==> src/rtl/mq_pkg.sv <==
package mq_pkg;

  // Data word
  localparam int DATA_W = 32;
  typedef logic [DATA_W-1:0] data_t;

  // Queue numbering, sized for the largest supported configuration
  localparam int MAX_QUEUES = 4;
  localparam int QID_W      = $clog2(MAX_QUEUES);
  typedef logic [QID_W-1:0] qid_t;

  // Slot index inside one queue region
  localparam int MAX_DEPTH = 16;
  localparam int PTR_W     = $clog2(MAX_DEPTH);
  typedef logic [PTR_W-1:0] ptr_t;

  // One extra bit so a completely full queue can be counted
  typedef logic [PTR_W:0] occ_t;

  // Shared downstream credit pool
  localparam int CREDIT_W = 5;
  typedef logic [CREDIT_W-1:0] credit_t;

  // Egress sequencing
  // EGR_IDLE  waiting for a non-empty queue and a credit
  // EGR_READ  memory read in progress
  // EGR_HOLD  read data captured into the output register
  typedef enum logic [1:0] {
    EGR_IDLE,
    EGR_READ,
    EGR_HOLD
  } egr_state_t;

endpackage

==> src/rtl/mq_if.sv <==
`timescale 1ns/1ps

// Push path from ingress into pointers and memory
interface mq_wr_if
  import mq_pkg::*;
();
  logic  wr_en;    // One word per cycle
  qid_t  wr_queue; // Target queue
  ptr_t  wr_ptr;   // Slot from the pointer manager
  data_t wr_data;

  modport ingress (output wr_en, output wr_queue, output wr_data);
  modport ptr     (input wr_en, input wr_queue, output wr_ptr);
  modport mem     (input wr_en, input wr_queue, input wr_ptr, input wr_data);
endinterface


==> src/rtl/ingress_stage.sv <==
`timescale 1ns/1ps

module ingress_stage
  import mq_pkg::*;
(
  input  logic     clk,
  input  logic     rst_n,
  input  logic     in_valid,
  input  qid_t     in_queue,
  input  data_t    in_data,
  mq_wr_if.ingress wr
);

  // Input register stage
  logic  valid_q;
  qid_t  queue_q;
  data_t data_q;

  // Valid is the only control bit here
  always_ff @(posedge clk or negedge rst_n)
  begin
    if (!rst_n)
    begin
      valid_q <= 1'b0;
    end
    else
    begin
      valid_q <= in_valid;
    end
  end

  // Capture word and tag only on a real transfer
  always_ff @(posedge clk)
  begin
    if (in_valid)
    begin
      queue_q <= in_queue;
      data_q  <= in_data;
    end
  end

  // Push presented one cycle after sampling
  // Space is guaranteed by upstream credits
  assign wr.wr_en    = valid_q;
  assign wr.wr_queue = queue_q;
  assign wr.wr_data  = data_q; // Written at wr_ptr on the next edge

endmodule

==> src/flat_wrapper.sv <==
// flat-port wrapper written by rule: the top's interface ports become plain ports
module ingress_stage_flat import mq_pkg::*;
  (clk, rst_n, in_valid, in_queue, in_data, wr_wr_en, wr_wr_queue, wr_wr_data);
  mq_wr_if wr_i ();
  input  logic clk;
  input  logic rst_n;
  input  logic in_valid;
  input  qid_t in_queue;
  input  data_t in_data;
  output wire logic [$bits(wr_i.wr_en)-1:0] wr_wr_en;
  output wire logic [$bits(wr_i.wr_queue)-1:0] wr_wr_queue;
  output wire logic [$bits(wr_i.wr_data)-1:0] wr_wr_data;
  assign wr_wr_en = wr_i.wr_en;
  assign wr_wr_queue = wr_i.wr_queue;
  assign wr_wr_data = wr_i.wr_data;
  ingress_stage u_core (.clk(clk), .rst_n(rst_n), .in_valid(in_valid), .in_queue(in_queue), .in_data(in_data), .wr(wr_i));
endmodule
==> config.mk <==
export PLATFORM = sky130hd
export DESIGN_NAME = ingress_stage_flat
export DESIGN_NICKNAME = d
export VERILOG_FILES = /design/src/rtl/mq_pkg.sv /design/src/rtl/mq_if.sv /design/src/rtl/ingress_stage.sv /design/src/flat_wrapper.sv
export SDC_FILE = /design/constraint.sdc
export NUM_CORES = 1
export LEC_CHECK = 0
export BUFFER_PORTS_ARGS = -buffer_cell sky130_fd_sc_hd__buf_2
export CAP_MARGIN = 20
export CORE_MARGIN = 2
export CORE_UTILIZATION = 42
export DETAILED_ROUTE_END_ITERATION = 8
export PLACE_DENSITY = 0.81
export SYNTH_ARGS = -nofsm -noshare
export SYNTH_HDL_FRONTEND = slang
export SYNTH_SLANG_ARGS = --single-unit
==> constraint.sdc <==
create_clock -name clk -period 0.8 [get_ports clk]
set_input_delay 0 -clock clk [delete_from_list [all_inputs] [get_ports clk]]
set_output_delay 0 -clock clk [all_outputs]
set_load 0.01 [all_outputs]
==> run_results.csv <==
group,metric,value,unit
clock_tree,cts_tree,"done",
grt,grt_antenna_before_repair,0,
critical_path,max_stage_delay,400,ps
run_status,violations,"setup timing",
finish,design_area,1910,µm²
routing,postRouteAntennaNets,0,
floorplanning,ios,72,
floorplanning,die_area,2910,µm²
synthesis,syn-cell-area,1050,µm²
routing,first_pass_iters,4,
synthesis,synth-adder-area-share,0,
finish,fin_nets,189,
clock_tree,cts_root_buffer,"clkbuf_4",
finish,layout_common_cells,"buf_2, dlygate4sd3_1, edfxtp_1, clkbuf_4",
synthesis,ys_types,2,
finish,multi_input_area,0,µm²
power,ir_drop,1740,µV
critical_path,worst-setup-path-type,"flop to output port",
place,place_congestion,0.606,
sta,rsz0062_at_grt,"yes",
finish,layout-drive-gt1-share,0.516,
synthesis,synth.mux.area_fraction,0,
synthesis,synth_compound_area_frac,0,
floorplanning,std_cell_rows,18,
synthesis,ys_ff_latch,35,
critical_path,cp_max_fo,1,
synthesis,synth_cells,35,
clock_tree,numCtsBuffers,5,
grt,grt_max_degree,21,
routing,vias_per_cell,4.12,
flow_run,maxCapViolations,0,
grt,grt_pass1_wl,3060,µm
critical_path,critPathLaunchType,"flop",
sta,drv_slew,0,
grt,grt_pass1_vias,732,
finish,final_common_cell,"buf_2",
sta,tns,-1160,ps
floorplanning,start_util,0.434,
finish,multi_input_cells,0,
routing,wl_per_cell,12.8,µm
worst_hold_path,hold_class,"primary input to flop",
synthesis,synth-seq-area-share,1.00,
routing,wl,2350,µm
place,post_dp_cell_area,1480,µm²
synthesis,synth_area_per_cell,29.9,µm²
critical_path,required,800,ps
synthesis,synthSimpleGateAreaFrac,0,
sta,slew_headroom,0.925,
critical_path,cp_cell_sequence,"buf_2",
floorplanning,core,2410,µm²
grt,grt_use_total,0.164,
place,io_buffers,71,
routing,drc,0,
sta,finalSetupViolations,35,
floorplanning,die_w,53.9,µm
critical_path,slowest_stage,"edfxtp_1",
clock_tree,h-tree-depth,2,
power,p_leak,0.828,nW
sta,worstMarginPinSlew,112,ps
floorplanning,fp.dieH,53.9,µm
finish,fillCellCount,143,
sta,finalCritPeriodShare,1.09,
synthesis,syn_nets,72,
finish,n_antenna_cell,0,
sta,hold_viol,0,
routing,vias,754,
clock_tree,clock_path_buffers,2,
critical_path,cp.buffers_inverters,1,
critical_path,crit_path_end_kind,"output port",
finish,area_delta_synth_final,82.2,%
synthesis,ys_warn_count,0,
sta,worst_slack,-73.1,ps
grt,overflow,0,
critical_path,path_delay_family,"flip-flops",
run_status,status,"complete, but fails checks",
sta,fmax,1.15,GHz
synthesis,synth_xor_xnor_area_share,0,
clock_tree,clock_sinks,35,
routing,drt_iter0_markers,15,
clock_tree,clkTransAtPathRegs,100,ps
power,p_per_area,1860,nW/µm²
sta,min_period,873,ps
critical_path,worstPathArrival,870,ps
## flip-flops by register name (all words and copies together), names as in the netlist
| signal | cells |
|---|---|
| u_core.wr.wr_data | 32 |
| u_core.wr.wr_queue | 2 |
| u_core.wr.wr_en | 1 |
## cell type report
cell class            instances  area [µm²]  share of cell area
sequential                   35        1050               0.549
timing repair buffer        110         772               0.405
clock buffer                  7        45.0              0.0236
tap                          30        37.5              0.0197
clock inverter                1        5.00             0.00263
## metal layers
| layer | wire, µm | vias up | share of wire | global-route usage |
|---|---|---|---|---|
| met4 | 0 | 0 | 0 | 0.0641 |
| met2 | 1220 | 44 | 0.52 | 0.264 |
| met1 | 907 | 335 | 0.39 | 0.175 |
| li1 | - | 375 | - | - |
| met3 | 222 | 0 | 0.095 | 0.0972 |
| met5 | 0 | - | 0 | 0 |
## synth_stat cells (all sizes together)
library cell,instances,share of area
edfxtp,34,0.98
dfrtp,1,0.024
## power breakdown
| part | internal, mW | switching, mW |
|---|---|---|
| sequential | 2.17 | 0.0330 |
| clock | 0.342 | 0.515 |
| combinational | 0.291 | 0.206 |
| total | 2.80 | 0.754 |
## timing repair
item / 4_1_cts / 5_1_grt
hold buffers: 37 / 0
setup endpoints to repair: 35 / 35
buffers inserted: 0 / 0
hold endpoints to repair: 36 / 0
gates resized for setup: 0 / 1
## path summary, 6_finish.rpt
path                                 startpoint              endpoint  slack [ps]  depth (start not counted)
max in group asynchronous                 rst_n       u_core.wr.wr_en         180                          3
setup / recovery           u_core.wr.wr_data[1]         wr_wr_data[1]         -70                          1
hold / removal                         in_valid  u_core.wr.wr_data[4]         100                          2
min in group asynchronous                 rst_n       u_core.wr.wr_en         510                          3
## through the flow
stage               worst slack [ps]   util  hold WS, ps  std cells  total power [mW]
floorplan                        406      -         -296         35              2.33
global placement                 195  0.614         -224        138              2.58
detailed placement               183  0.614         -223        138              2.59
CTS                            -77.2  0.788         80.1        183              3.61
global route                    -145  0.791         77.4        183              3.73
finish                         -73.1  0.791          102        183              3.55
## cells by family (layout without fill, tap and decap cells)
logic type / after synthesis / in the layout
buffers and inverters: 0 / 118
flip-flops: 35 / 35
(Power assumes the default switching activity.)
