**src/rtl/mq_pkg.sv**
```systemverilog
package mq_pkg;

  // Data word
  localparam int DATA_W = 32;
  typedef logic [DATA_W-1:0] data_t;

  // Queue numbering, sized for the largest supported configuration
  localparam int MAX_QUEUES = 4;
  localparam int QID_W      = $clog2(MAX_QUEUES);
  typedef logic [QID_W-1:0] qid_t;

  // Slot index inside one queue region
  localparam int MAX_DEPTH = 16;
  localparam int PTR_W     = $clog2(MAX_DEPTH);
  typedef logic [PTR_W-1:0] ptr_t;

  // One extra bit so a completely full queue can be counted
  typedef logic [PTR_W:0] occ_t;

  // Shared downstream credit pool
  localparam int CREDIT_W = 5;
  typedef logic [CREDIT_W-1:0] credit_t;

  // Egress sequencing
  // EGR_IDLE  waiting for a non-empty queue and a credit
  // EGR_READ  memory read in progress
  // EGR_HOLD  read data captured into the output register
  typedef enum logic [1:0] {
    EGR_IDLE,
    EGR_READ,
    EGR_HOLD
  } egr_state_t;

endpackage

```
**src/rtl/mq_if.sv**
```systemverilog
`timescale 1ns/1ps

// Push path from ingress into pointers and memory
interface mq_wr_if
  import mq_pkg::*;
();
  logic  wr_en;    // One word per cycle
  qid_t  wr_queue; // Target queue
  ptr_t  wr_ptr;   // Slot from the pointer manager
  data_t wr_data;

  modport ingress (output wr_en, output wr_queue, output wr_data);
  modport ptr     (input wr_en, input wr_queue, output wr_ptr);
  modport mem     (input wr_en, input wr_queue, input wr_ptr, input wr_data);
endinterface

// Pop path from egress through pointers and memory
interface mq_rd_if
  import mq_pkg::*;
#(
  parameter int NUM_QUEUES = MAX_QUEUES
) ();
  logic                  rd_en;
  qid_t                  rd_queue;
  ptr_t                  rd_ptr;    // Head slot of rd_queue
  data_t                 rd_data;   // Registered read word
  logic [NUM_QUEUES-1:0] empty_vec; // One flag per queue
  logic                  rd_valid;  // rd_data valid, one cycle after rd_en

  modport egress (output rd_en, output rd_queue, input rd_data, input rd_valid, input empty_vec);
  modport ptr    (input rd_en, input rd_queue, output rd_ptr, output empty_vec);
  modport mem    (input rd_en, input rd_queue, input rd_ptr, output rd_data, output rd_valid);
endinterface

```
**src/rtl/queue_mem.sv**
```systemverilog
`timescale 1ns/1ps

module queue_mem
  import mq_pkg::*;
#(
  parameter int NUM_QUEUES  = 4,
  parameter int QUEUE_DEPTH = 8
) (
  input  logic clk,
  input  logic rst_n,
  mq_wr_if.mem wr,
  mq_rd_if.mem rd
);

  localparam int SLOT_W    = $clog2(QUEUE_DEPTH);
  localparam int ADDR_W    = QID_W + SLOT_W;
  localparam int MEM_WORDS = NUM_QUEUES * QUEUE_DEPTH;

  data_t             mem [MEM_WORDS]; // One region of QUEUE_DEPTH words per queue
  logic [ADDR_W-1:0] wr_addr;
  logic [ADDR_W-1:0] rd_addr;

  // Queue number on top, slot index below
  assign wr_addr = {wr.wr_queue, wr.wr_ptr[SLOT_W-1:0]};
  assign rd_addr = {rd.rd_queue, rd.rd_ptr[SLOT_W-1:0]};

  always_ff @(posedge clk)
  begin
    if (wr.wr_en)
      mem[wr_addr] <= wr.wr_data;
    if (rd.rd_en)
      rd.rd_data <= mem[rd_addr]; // Registered read port
  end

  always_ff @(posedge clk or negedge rst_n)
  begin
    if (!rst_n)
      rd.rd_valid <= 1'b0;
    else
      rd.rd_valid <= rd.rd_en; // Tracks rd_data by one cycle
  end

endmodule

```
**src/flat_wrapper.sv**
```systemverilog
// flat-port wrapper written by rule: the top's interface ports become plain ports
module queue_mem_flat import mq_pkg::*;
#(
  parameter int NUM_QUEUES  = 4,
  parameter int QUEUE_DEPTH = 8
)
  (clk, rst_n, wr_wr_en, wr_wr_queue, wr_wr_ptr, wr_wr_data, rd_rd_en, rd_rd_queue, rd_rd_ptr, rd_rd_data, rd_rd_valid);
  mq_wr_if wr_i ();
  mq_rd_if #(.NUM_QUEUES(NUM_QUEUES)) rd_i ();
  input  logic clk;
  input  logic rst_n;
  input wire logic [$bits(wr_i.wr_en)-1:0] wr_wr_en;
  input wire logic [$bits(wr_i.wr_queue)-1:0] wr_wr_queue;
  input wire logic [$bits(wr_i.wr_ptr)-1:0] wr_wr_ptr;
  input wire logic [$bits(wr_i.wr_data)-1:0] wr_wr_data;
  input wire logic [$bits(rd_i.rd_en)-1:0] rd_rd_en;
  input wire logic [$bits(rd_i.rd_queue)-1:0] rd_rd_queue;
  input wire logic [$bits(rd_i.rd_ptr)-1:0] rd_rd_ptr;
  output wire logic [$bits(rd_i.rd_data)-1:0] rd_rd_data;
  output wire logic [$bits(rd_i.rd_valid)-1:0] rd_rd_valid;
  assign wr_i.wr_en = wr_wr_en;
  assign wr_i.wr_queue = wr_wr_queue;
  assign wr_i.wr_ptr = wr_wr_ptr;
  assign wr_i.wr_data = wr_wr_data;
  assign rd_i.rd_en = rd_rd_en;
  assign rd_i.rd_queue = rd_rd_queue;
  assign rd_i.rd_ptr = rd_rd_ptr;
  assign rd_rd_data = rd_i.rd_data;
  assign rd_rd_valid = rd_i.rd_valid;
  queue_mem #(.NUM_QUEUES(NUM_QUEUES), .QUEUE_DEPTH(QUEUE_DEPTH)) u_core (.clk(clk), .rst_n(rst_n), .wr(wr_i), .rd(rd_i));
endmodule
```
**config.mk**
```make
export PLATFORM = sky130hd
export DESIGN_NAME = queue_mem_flat
export DESIGN_NICKNAME = d
export VERILOG_FILES = /design/src/rtl/mq_pkg.sv /design/src/rtl/mq_if.sv /design/src/rtl/queue_mem.sv /design/src/flat_wrapper.sv
export SDC_FILE = /design/constraint.sdc
export NUM_CORES = 1
export LEC_CHECK = 0
export ABC_AREA = 0
export BUFFER_PORTS_ARGS = -buffer_cell sky130_fd_sc_hd__buf_2
export CAP_MARGIN = 15
export CORE_ASPECT_RATIO = 0.6
export CORE_MARGIN = 3
export CORE_UTILIZATION = 62
export DETAILED_ROUTE_END_ITERATION = 16
export GPL_ROUTABILITY_DRIVEN = 0
export PLACE_DENSITY = 0.76
export SLEW_MARGIN = 20
export SYNTH_ARGS = -nofsm -noshare
export SYNTH_HDL_FRONTEND = slang
export SYNTH_SLANG_ARGS = --single-unit
```
**constraint.sdc**
```tcl
create_clock -name clk -period 1.4 [get_ports clk]
set_input_delay 0.07 -clock clk [delete_from_list [all_inputs] [get_ports clk]]
set_output_delay 0.07 -clock clk [all_outputs]
set_load 0.05 [all_outputs]
```
==> impl_metrics.csv <==
group,metric,value,unit
die,die_area,69100,um2
timing,fmax,659,MHz
routing,num_vias,23134,
place,port_buffers,78,
worst_setup_path,crit_type,"reg2reg",
layout,multi_input_area,8760,um2
layout,drive_gt1_share,19.4,%
global_routing,grt_antenna_before_repair,3,
timing,finalHoldViolCount,0,
routing,firstDrtPassIters,5,
worst_setup_path,regToRegStartpoint,"u_core.mem[0][7]$_DFFE_PP_",
die,die_y,205,um
routing,avgViaCountPerCell,6.59,
routing,ant_nets,0,
worst_setup_path,r2r_setup_slack,-120,ps
routing,drt-total-wl,106000,um
timing,layout_setup_ws,-118,ps
routing,drtIter0Drc,2913,
global_routing,overflow,0,
worst_setup_path,critical-path-slowest-cell,"edfxtp_1",
synth,synth_flop_cell,"edfxtp_1",
timing,fin_crit_sh,108,%
worst_setup_path,critPathRequiredTime,1770,ps
worst_setup_path,critical_path.max_stage_delay,370,ps
timing,final-max-slew-violation-count,0,
layout,nFillCells,3570,
min_path,hold_path_end,"u_core.rd.rd_data[3]$_DFFE_PP_",
timing,fin_skew,28.2,ps
cts,cts_buffers,90,
timing,worst_pin_slew,589,ps
worst_setup_path,crit_chain,"mux2i_1 > a22o_1 > nor3_1 > a31oi_2 > nand3_1",
cts,cts_tree,"built",
synth,synthTopCellsByArea,"edfxtp_1 78%, mux2i_1 13%, a22oi_1 1.8%",
cts,h-tree-depth,3,
flow_run,maxCapViolCount,0,
die,floorplan.initialDensity,63.0,%
timing,setup_violations,15,
cts,clkLatencyLatePin,660,ps
layout,area_delta_synth_final,19.1,%
synth,yosysSeqAreaShare,77.7,%
synth,synth_nets,2309,
synth,synth.distinct_cells,25,
synth,synthTopCellsByCount,"1056 x edfxtp_1, 512 x mux2i_1, 98 x nand2_1, 98 x nand3_1",
place,dp_slack,-408,ps
min_path,whs_path_depth,6,
layout,stdcell_count,3511,
synth,synth.most_common_cell,"edfxtp_1",
power_and_ir_drop,powerDensity,1340,nW/um2
timing,fin_crit,1520,ps
cts,cts_num_sinks,1057,
die,rows,72,
power_and_ir_drop,power_leakage,17.2,nW
synth,synth_area,40800,um2
worst_setup_path,r2r_cells,5,
synth,async_reset_ff_share,0.0946,%
cts,clk_pin_slew,70,ps
worst_setup_path,rr_endpoint,"u_core.rd.rd_data[7]$_DFFE_PP_",
synth,synth_area_per_cell,18.1,um2
worst_setup_path,worst_ep_arrival_time,1890,ps
worst_setup_path,startpoint_type,"register",
global_routing,grt_pass1_wl,152000,um
min_path,hp-start,"rd_rd_ptr[0]",
cts,postCtsSetupBuffers,0,
place,place_inst,3308,
run_status,status,"finished, violations left",
cts,cts_root_buffer,"clkbuf_16",
run_status,violations,"setup timing",
synth,synth-seq-cells,1057,
worst_setup_path,endpoint_kind,"register",
synth,ys_warn_count,0,
routing,drc,0,
min_path,hold_class,"in2reg",
cts,cts_buffer_depth,3,
layout,nNetsFinal,2632,
synth,synth-edff-count,1056,
global_routing,grt_pass1_vias,23027,
die,fp.dieW,337,um
place,hpwl,63000,um
synth,synthCells,2261,
global_routing,grt_use_total,30.8,%
power_and_ir_drop,vdd_drop_max,0.00101,V
global_routing,grt_max_degree,34,
timing,rsz0062_at_grt,"true",
timing,maxSlewHeadroom,60.8,%
synth,yosysTopAreaCell,"edfxtp_1",
die,coreArea,64800,um2
worst_setup_path,critPathMaxFanout,1,
die,ios,81,
synth,synth_top_cell_area_share,77.7,%
routing,wire_per_inst,30.1,um
layout,regArea,31700,um2
-- flip-flops by register name, indices dropped and copies added, names as in the netlist --
signal and flops:
u_core.rd.rd_data 32, u_core.rd.rd_valid 1, u_core.mem 1024
-- power breakdown --
| group | switching, W | internal [W] |
|---|---|---|
| logic | 0.00267 | 0.00166 |
| registers | 0.000197 | 0.0353 |
| clock network | 0.0110 | 0.0141 |
| total | 0.0139 | 0.0511 |
-- critical path, delay by kind of cell (launching register included) --
kind | cells | cell delay, ps
AOI/OAI and AO/OA | 2 | 500
DFF | 1 | 370
muxes | 1 | 180
and+or+nand+nor | 2 | 190
-- worst max path at each step --
| stage | from | slack, ps | depth (start not counted) | to |
|---|---|---|---|---|
| after CTS | u_core.rd.rd_data[8]$_DFFE_PP_ | -100 | 1 | rd_rd_data[8] |
| after floorplan | wr_wr_ptr[0] | -350 | 2 | u_core.mem[10][0]$_DFFE_PP_ |
| after detailed placement | rd_rd_ptr[1] | -410 | 7 | u_core.rd.rd_data[15]$_DFFE_PP_ |
| after global routing | u_core.mem[2][10]$_DFFE_PP_ | -160 | 6 | u_core.rd.rd_data[10]$_DFFE_PP_ |
| after global placement | rd_rd_ptr[1] | -360 | 8 | u_core.rd.rd_data[11]$_DFFE_PP_ |
| final | u_core.mem[0][7]$_DFFE_PP_ | -120 | 5 | u_core.rd.rd_data[7]$_DFFE_PP_ |
-- layout make-up --
| type | instances | area share [%] |
|---|---|---|
| Tap cell | 851 | 2.19 |
| Antenna cell | 1 | 0.00514 |
| Clock buffer | 109 | 4.86 |
| Timing Repair Buffer | 358 | 8.48 |
| Clock inverter | 58 | 1.20 |
| Multi-Input combinational cell | 1077 | 18.0 |
| Sequential cell | 1057 | 65.2 |
-- kinds of logic after synthesis --
kind of cell	count (synthesis)	synth area share (%)
and+or+nand+nor	277	3.07
AOI/OAI and AO/OA	288	4.80
buffers and inverters	127	1.84
muxes	512	12.6
DFF	1057	77.7
-- per-layer routing --
metal	part of all wire [%]	up-vias	GRT usage (%)
met4	2.6	2	9.06
met1	40	11727	45.0
met5	0.0076	-	0
met2	45	1531	45.3
met3	13	224	9.64
li1	-	9650	-
-- repair_timing --
| item | in CTS | in global routing |
|---|---|---|
| endpoints found under the setup margin | 30 | 32 |
| hold buffers | 35 | 0 |
| gates cloned | 0 | 0 |
| resized for setup | 53 | 10 |
| hold endpoints to repair | 1058 | 0 |
| pin swaps | 19 | 27 |
-- cells in the final DEF (no fill, tap or decap), types with 2 or more instances in the layout --
cell type	netlist	final
a22o_1	64	64
a31oi_1	32	25
buf_6	15	18
nor3_1	32	22
dlygate4sd3_1	0	35
edfxtp_1	1056	1056
clkbuf_16	0	92
mux2i_1	512	510
or3b_4	0	3
bufinv_16	0	11
clkinv_8	0	3
clkbuf_1	46	17
buf_2	26	56
nand2b_2	0	2
clkinv_2	0	18
nand3_1	98	95
buf_12	0	113
buf_4	33	135
nand3_2	0	2
a21oi_1	96	96
clkinv_1	0	22
a31oi_2	0	6
nand2_1	98	97
nor2_4	0	33
a22oi_1	96	96
nand3b_1	5	5
nor3_2	0	9
mux2i_2	0	2
inv_6	0	3
-- metrics by stage --
step                power [W]  setup TNS, ps  cell area (um2)  util, %  hold slack (ps)
floorplan              0.0383        -218820            41100        -             -226
detailed placement     0.0402         -42020            45100     69.6             -152
CTS                    0.0651           -854            48600     75.0              165
global route           0.0667          -1710            48600     75.1              203
finish                 0.0650           -825            48600     75.1              200
global placement       0.0401         -29700            45100     69.6             -155
Power figures use the tool's default switching activity.
