===== src/rtl/mq_pkg.sv =====
package mq_pkg;

  // Data word
  localparam int DATA_W = 32;
  typedef logic [DATA_W-1:0] data_t;

  // Queue numbering, sized for the largest supported configuration
  localparam int MAX_QUEUES = 4;
  localparam int QID_W      = $clog2(MAX_QUEUES);
  typedef logic [QID_W-1:0] qid_t;

  // Slot index inside one queue region
  localparam int MAX_DEPTH = 16;
  localparam int PTR_W     = $clog2(MAX_DEPTH);
  typedef logic [PTR_W-1:0] ptr_t;

  // One extra bit so a completely full queue can be counted
  typedef logic [PTR_W:0] occ_t;

  // Shared downstream credit pool
  localparam int CREDIT_W = 5;
  typedef logic [CREDIT_W-1:0] credit_t;

  // Egress sequencing
  // EGR_IDLE  waiting for a non-empty queue and a credit
  // EGR_READ  memory read in progress
  // EGR_HOLD  read data captured into the output register
  typedef enum logic [1:0] {
    EGR_IDLE,
    EGR_READ,
    EGR_HOLD
  } egr_state_t;

endpackage


===== src/rtl/mq_if.sv =====
`timescale 1ns/1ps

// Push path from ingress into pointers and memory
interface mq_wr_if
  import mq_pkg::*;
();
  logic  wr_en;    // One word per cycle
  qid_t  wr_queue; // Target queue
  ptr_t  wr_ptr;   // Slot from the pointer manager
  data_t wr_data;

  modport ingress (output wr_en, output wr_queue, output wr_data);
  modport ptr     (input wr_en, input wr_queue, output wr_ptr);
  modport mem     (input wr_en, input wr_queue, input wr_ptr, input wr_data);
endinterface

// Pop path from egress through pointers and memory
interface mq_rd_if
  import mq_pkg::*;
#(
  parameter int NUM_QUEUES = MAX_QUEUES
) ();
  logic                  rd_en;
  qid_t                  rd_queue;
  ptr_t                  rd_ptr;    // Head slot of rd_queue
  data_t                 rd_data;   // Registered read word
  logic [NUM_QUEUES-1:0] empty_vec; // One flag per queue
  logic                  rd_valid;  // rd_data valid, one cycle after rd_en

  modport egress (output rd_en, output rd_queue, input rd_data, input rd_valid, input empty_vec);
  modport ptr    (input rd_en, input rd_queue, output rd_ptr, output empty_vec);
  modport mem    (input rd_en, input rd_queue, input rd_ptr, output rd_data, output rd_valid);
endinterface


===== src/rtl/ptr_mngr.sv =====
`timescale 1ns/1ps

module ptr_mngr
  import mq_pkg::*;
#(
  parameter int NUM_QUEUES  = 4,
  parameter int QUEUE_DEPTH = 8
) (
  input  logic                  clk,
  input  logic                  rst_n,
  mq_wr_if.ptr                  wr,
  mq_rd_if.ptr                  rd,
  output logic [NUM_QUEUES-1:0] full_vec
);

  localparam ptr_t LAST_SLOT = ptr_t'(QUEUE_DEPTH - 1);
  localparam occ_t DEPTH_OCC = occ_t'(QUEUE_DEPTH);

  ptr_t wr_ptr_q [NUM_QUEUES]; // Next slot to write
  ptr_t rd_ptr_q [NUM_QUEUES]; // Head slot
  occ_t occ_q    [NUM_QUEUES]; // Words stored per queue

  logic [NUM_QUEUES-1:0] push;
  logic [NUM_QUEUES-1:0] pop;

  // Wrap inside the queue region
  function automatic ptr_t next_ptr(input ptr_t p);
    return (p == LAST_SLOT) ? '0 : p + 1'b1;
  endfunction

  // Flags straight from occupancy, so empty drops on a write and rises on the last read
  always_comb
  begin
    for (int q = 0; q < NUM_QUEUES; q++)
    begin
      rd.empty_vec[q] = (occ_q[q] == '0);
      full_vec[q]     = (occ_q[q] == DEPTH_OCC);
    end
  end

  // Decode per queue, overflow and underflow requests dropped here
  always_comb
  begin
    for (int q = 0; q < NUM_QUEUES; q++)
    begin
      push[q] = wr.wr_en && (wr.wr_queue == qid_t'(q)) && !full_vec[q];
      pop[q]  = rd.rd_en && (rd.rd_queue == qid_t'(q)) && !rd.empty_vec[q];
    end
  end

  always_ff @(posedge clk or negedge rst_n)
  begin
    if (!rst_n)
    begin
      for (int q = 0; q < NUM_QUEUES; q++)
      begin
        wr_ptr_q[q] <= '0;
        rd_ptr_q[q] <= '0;
        occ_q[q]    <= '0;
      end
    end
    else
    begin
      for (int q = 0; q < NUM_QUEUES; q++)
      begin
        case ({push[q], pop[q]})
          2'b10:   // Write only
          begin
            wr_ptr_q[q] <= next_ptr(wr_ptr_q[q]);
            occ_q[q]    <= occ_q[q] + 1'b1;
          end
          2'b01:   // Read only
          begin
            rd_ptr_q[q] <= next_ptr(rd_ptr_q[q]);
            occ_q[q]    <= occ_q[q] - 1'b1;
          end
          2'b11:   // Both pointers move, occupancy unchanged
          begin
            wr_ptr_q[q] <= next_ptr(wr_ptr_q[q]);
            rd_ptr_q[q] <= next_ptr(rd_ptr_q[q]);
          end
          default: ; // Idle
        endcase
      end
    end
  end

  // Pointers for the queues being addressed this cycle
  assign wr.wr_ptr = wr_ptr_q[wr.wr_queue];
  assign rd.rd_ptr = rd_ptr_q[rd.rd_queue];

endmodule


===== src/flat_wrapper.sv =====
// flat-port wrapper written by rule: the top's interface ports become plain ports
module ptr_mngr_flat import mq_pkg::*;
#(
  parameter int NUM_QUEUES  = 4,
  parameter int QUEUE_DEPTH = 8
)
  (clk, rst_n, full_vec, wr_wr_en, wr_wr_queue, wr_wr_ptr, rd_rd_en, rd_rd_queue, rd_rd_ptr, rd_empty_vec);
  mq_wr_if wr_i ();
  mq_rd_if #(.NUM_QUEUES(NUM_QUEUES)) rd_i ();
  input  logic clk;
  input  logic rst_n;
  output logic [NUM_QUEUES-1:0] full_vec;
  input wire logic [$bits(wr_i.wr_en)-1:0] wr_wr_en;
  input wire logic [$bits(wr_i.wr_queue)-1:0] wr_wr_queue;
  output wire logic [$bits(wr_i.wr_ptr)-1:0] wr_wr_ptr;
  input wire logic [$bits(rd_i.rd_en)-1:0] rd_rd_en;
  input wire logic [$bits(rd_i.rd_queue)-1:0] rd_rd_queue;
  output wire logic [$bits(rd_i.rd_ptr)-1:0] rd_rd_ptr;
  output wire logic [$bits(rd_i.empty_vec)-1:0] rd_empty_vec;
  assign wr_i.wr_en = wr_wr_en;
  assign wr_i.wr_queue = wr_wr_queue;
  assign wr_wr_ptr = wr_i.wr_ptr;
  assign rd_i.rd_en = rd_rd_en;
  assign rd_i.rd_queue = rd_rd_queue;
  assign rd_rd_ptr = rd_i.rd_ptr;
  assign rd_empty_vec = rd_i.empty_vec;
  ptr_mngr #(.NUM_QUEUES(NUM_QUEUES), .QUEUE_DEPTH(QUEUE_DEPTH)) u_core (.clk(clk), .rst_n(rst_n), .wr(wr_i), .rd(rd_i), .full_vec(full_vec));
endmodule

===== config.mk =====
export PLATFORM = sky130hd
export DESIGN_NAME = ptr_mngr_flat
export DESIGN_NICKNAME = d
export VERILOG_FILES = /design/src/rtl/mq_pkg.sv /design/src/rtl/mq_if.sv /design/src/rtl/ptr_mngr.sv /design/src/flat_wrapper.sv
export SDC_FILE = /design/constraint.sdc
export NUM_CORES = 1
export LEC_CHECK = 0
export BUFFER_PORTS_ARGS = -buffer_cell sky130_fd_sc_hd__buf_2
export CAP_MARGIN = 20
export CELL_PAD_IN_SITES_DETAIL_PLACEMENT = 0
export CELL_PAD_IN_SITES_GLOBAL_PLACEMENT = 1
export CORE_MARGIN = 10
export CORE_UTILIZATION = 43
export CTS_CLUSTER_DIAMETER = 50
export CTS_CLUSTER_SIZE = 8
export DETAILED_ROUTE_END_ITERATION = 8
export PLACE_DENSITY = 0.76
export SETUP_SLACK_MARGIN = 0.4
export SYNTH_ARGS = -nofsm -noshare
export SYNTH_HDL_FRONTEND = slang
export SYNTH_SLANG_ARGS = --single-unit

===== constraint.sdc =====
create_clock -name clk -period 2.4 [get_ports clk]
set_input_delay 0.12 -clock clk [delete_from_list [all_inputs] [get_ports clk]]
set_output_delay 0.12 -clock clk [all_outputs]
set_load 0.01 [all_outputs]

==> impl.org <==
** Synthesis
- The synthesized netlist occupies a cell area of 0.003243 sq mm.
- Total of warnings raised by yosys :: 0
- Of the synthesized area, sequential elements account for 0.4012.
- Most frequent cell after synthesis :: dfrtp_1
- In this run, synthesis produced a sequential element count of 52.
- The share of synthesized area in the top cell type comes to 0.4012.
- Top flip-flop cell by instance count after synthesis :: dfrtp_1
- Most instantiated cells after synthesis :: dfrtp_1 (52), nand2_1 (34), ha_1 (32), o21ai_0 (21), inv_1 (20)
- In this run, synthesis inferred 0 flip-flops with an integrated enable.
- Library cells used by synthesis :: 40
- By area the synthesized netlist is led by dfrtp_1 (40%), ha_1 (12%), mux2_2 (6.3%).
- For this run, asynchronously set or reset flops after synthesis account for 1.000.
- The average instance in the mapped netlist occupies 10.56 sq um.
- Most area-hungry cell type in the Yosys netlist :: dfrtp_1
- Post-Syn Instances :: 307
- When the netlist entered floorplanning its net count stood at 351.

** Detailed routing
- For this run, design rule violations remaining after detail routing come to 0.
- Once detail routing completed, the nets flagged for antenna violations numbered 0.
- Dividing the detail-routed via count by the number of cells gives 5.176.
- Number of violations reported at the end of detailed-routing iteration 0 :: 48
- Total number of vias :: 2531
- Summed over all layers, the routed wires come to 7535 microns.
- Initial DRT Pass Iterations :: 4
- Post-DR wirelength/cell :: 15.41 microns

** Critical path
- Capturing element type of the critical path :: flop
- Data required time at the worst endpoint :: 2.59 ns
- The endpoint identified for the worst register-to-register timing path is u_core.occ_q[19].
- The worst setup path is of the reg2reg kind.
- Critical Path AT :: 2.60 ns
- R2R Path Start :: u_core.occ_q[16]
- Critical path fanouts, max :: 7
- Worst reg2reg path depth :: 10
- Startpoint types :: flop
- Setup slack on the worst reg-to-reg path comes out at -0.01 ns.

** Die
- In this run the count of I/O pins placed on the die edge is 24.
- The floorplan step set the die width to 106.8 microns.
- Overall die area :: 0.01142 sq mm
- Core Footprint :: 0.007292 sq mm
- The floorplan has 31 rows.
- The initial utilization of the core area, before any placement, comes to 0.4447.
- The die is 106.8 microns tall.

** Min path
- The min-delay analysis places its worst path in the category in2async.

** Timing
- Final setup viols :: 1
- Clock tree skew after final layout :: 0.01311 ns
- Timing would allow up to 0.4146 GHz.
- Slew of the pin with the lowest slew margin :: 0.7007 ns
- Setup repair after global routing could not meet its margin everywhere.
- For the finished layout, the period the worst path requires is 2.412 ns.
- Headroom to the max-slew limit :: 0.5329
- In the post-route analysis, the smallest setup slack over all paths is -0.01182 ns.
- Number of pins exceeding their max-slew limit in the final report :: 0
- Final worst path period share :: 1.005
- Summed over all failing endpoints, the final setup total negative slack is -0.01182 ns.
- The total count of hold-check failures in the final report came to 0.

** Clock tree
- Counting every sink on the clock net gives 52.
- H-tree level count :: 2
- The tree is rooted in a clkbuf_8.
- Buffers inserted during clock tree synthesis total 5.
- Max Root-Sink Buffers :: 2
- Clock latency on the worst-skew pair, taken at its later pin, is 0.31 ns.
- TritonCTS built the clock tree.
- Clock slew at reported path FFs :: 0.10 ns

** GRT
- For this run, the total global-route usage over all layers was measured as 0.1306.
- The via count of the first global-routing pass came to 2567.
- Overflow after GRT :: 0
- Initial antenna violation count :: 1
- The first global-routing pass estimated 12320 microns of wire.
- Largest net degree at the start of global routing :: 30

** Run status
- The flow ran to the end, but the final reports show violations.
- Violations in the final reports :: setup timing

** Job
- Number of violations of the max-capacitance limit :: 0

** Finish
- In the final design database the tool counted 432 nets.
- Counting the fill cells in the layout gives 620.
- In the final layout, the share of cells above drive strength 1 is 0.4910.
- From synthesis to final layout, the design area changed by 42.67%.
- Measured on the finished design, the core utilization comes to 0.6345.
- Once layout is done, the placed cells without fillers occupy 0.004627 sq mm.

** Power and ir drop
- Across the VDD grid, the largest voltage drop is 0.0005404 V.
- Power per standard cell area :: 1085 mW/mm^2
- Final Total Pwr :: 5.019 mW
- The analysis attributes to cell leakage a power of 2.052 nW.

** Placement
- Total placed instance area :: 0.003822 sq mm
- Detailed-placement wirelength estimate :: 5112 microns
- Port Buf Inserts :: 23
- Placer congestion estimate :: 0.7727
-- how the worst max path moves through the flow --
| stage | start | end | slack (ns) | depth (start not counted) |
|---|---|---|---|---|
| 4_1_cts | u_core.occ_q[19] | u_core.occ_q[19] | 0.02 | 10 |
| 3_5_place_dp | u_core.occ_q[16] | u_core.occ_q[19] | 0.008 | 10 |
| 6_report | u_core.occ_q[16] | u_core.occ_q[19] | -0.01 | 10 |
| 3_3_place_gp | u_core.occ_q[16] | u_core.occ_q[19] | 0.04 | 10 |
| 5_1_grt | u_core.occ_q[17] | u_core.occ_q[19] | -0.14 | 10 |
| 2_1_floorplan | u_core.occ_q[17] | u_core.occ_q[19] | 0.02 | 10 |
-- what timing repair did --
| item | 4_1_cts | 5_1_grt |
|---|---|---|
| setup buffers | 29 | 17 |
| hold buffers | 1 | 0 |
| resized for setup | 36 | 42 |
| endpoints found under the hold margin | 27 | 0 |
| pin swaps | 41 | 47 |
| setup endpoints to repair | 25 | 30 |
-- worst max-delay path, stage by stage, from the launching register on --
cell and delay (ns):
dfrtp_1 0.42, nor4_4 0.08, and2_4 0.14, or4_4 0.44, clkinv_4 0.07, ha_4 0.20
ha_4 0.23, nor2b_4 0.13, or4_1 0.41, nand4_1 0.09, o311ai_1 0.09
-- state kept, by name, indices dropped and copies added, names as in the netlist --
signal	count
u_core.occ_q	20
u_core.rd_ptr_q	16
u_core.wr_ptr_q	16
-- final cells by class --
type                       instances  area [sq um]  area share
antenna                            1         2.502   0.0005408
clock buffer                       6         72.57     0.01568
clock inverter                     2         60.06     0.01298
inverter                          24         112.6     0.02434
multi-input combinational        223          2347      0.5073
sequential                        52          1310      0.2831
tap                               99         123.9     0.02677
timing repair buffer              82         598.1      0.1293
-- metrics by stage --
stage | hold WS, ns | setup WS, ns | cells
floorplan | -0.1756 | 0.01951 | 307
global placement | 0.2083 | 0.04340 | 433
detailed placement | 0.2015 | 0.007662 | 433
CTS | 0.3690 | 0.02391 | 471
global route | 0.4099 | -0.1442 | 489
finish | 0.3915 | -0.01182 | 489
-- cells by family after synthesis --
kind of cell    synth area share
mux                       0.1258
fa+ha+maj                 0.1481
flops                     0.4012
xor+xnor                 0.06212
compound gates           0.07678
simple gates              0.1482
buf+inv                  0.03781
-- power by group --
group	switching, mW	internal, mW	leakage, nW	total [mW]
clock	0.297	0.417	0.0654	0.714
sequential	0.495	1.31	0.631	1.80
combinational	1.06	1.45	1.36	2.50
-- layout by cell type (no fill, tap or decap), types with 8 or more instances in the layout --
cell type	count
xor2_1	8
o21ai_1	11
o21ai_0	10
xnor2_1	12
ha_4	24
inv_1	17
mux4_2	8
buf_2	23
nor2_1	8
nand2_1	34
dfrtp_1	45
ha_1	8
mux2_2	12
buf_4	48
buf_6	10
-- per-layer routing --
| layer | vias to the layer above | part of all wire | GRT usage |
|---|---|---|---|
| li1 | 1241 | - | - |
| met1 | 1246 | 0.45 | 0.1590 |
| met2 | 32 | 0.51 | 0.2305 |
| met3 | 12 | 0.023 | 0.02635 |
| met4 | 0 | 0.018 | 0.03191 |
| met5 | - | 0 | 0 |
Power figures use the tool's default switching activity.
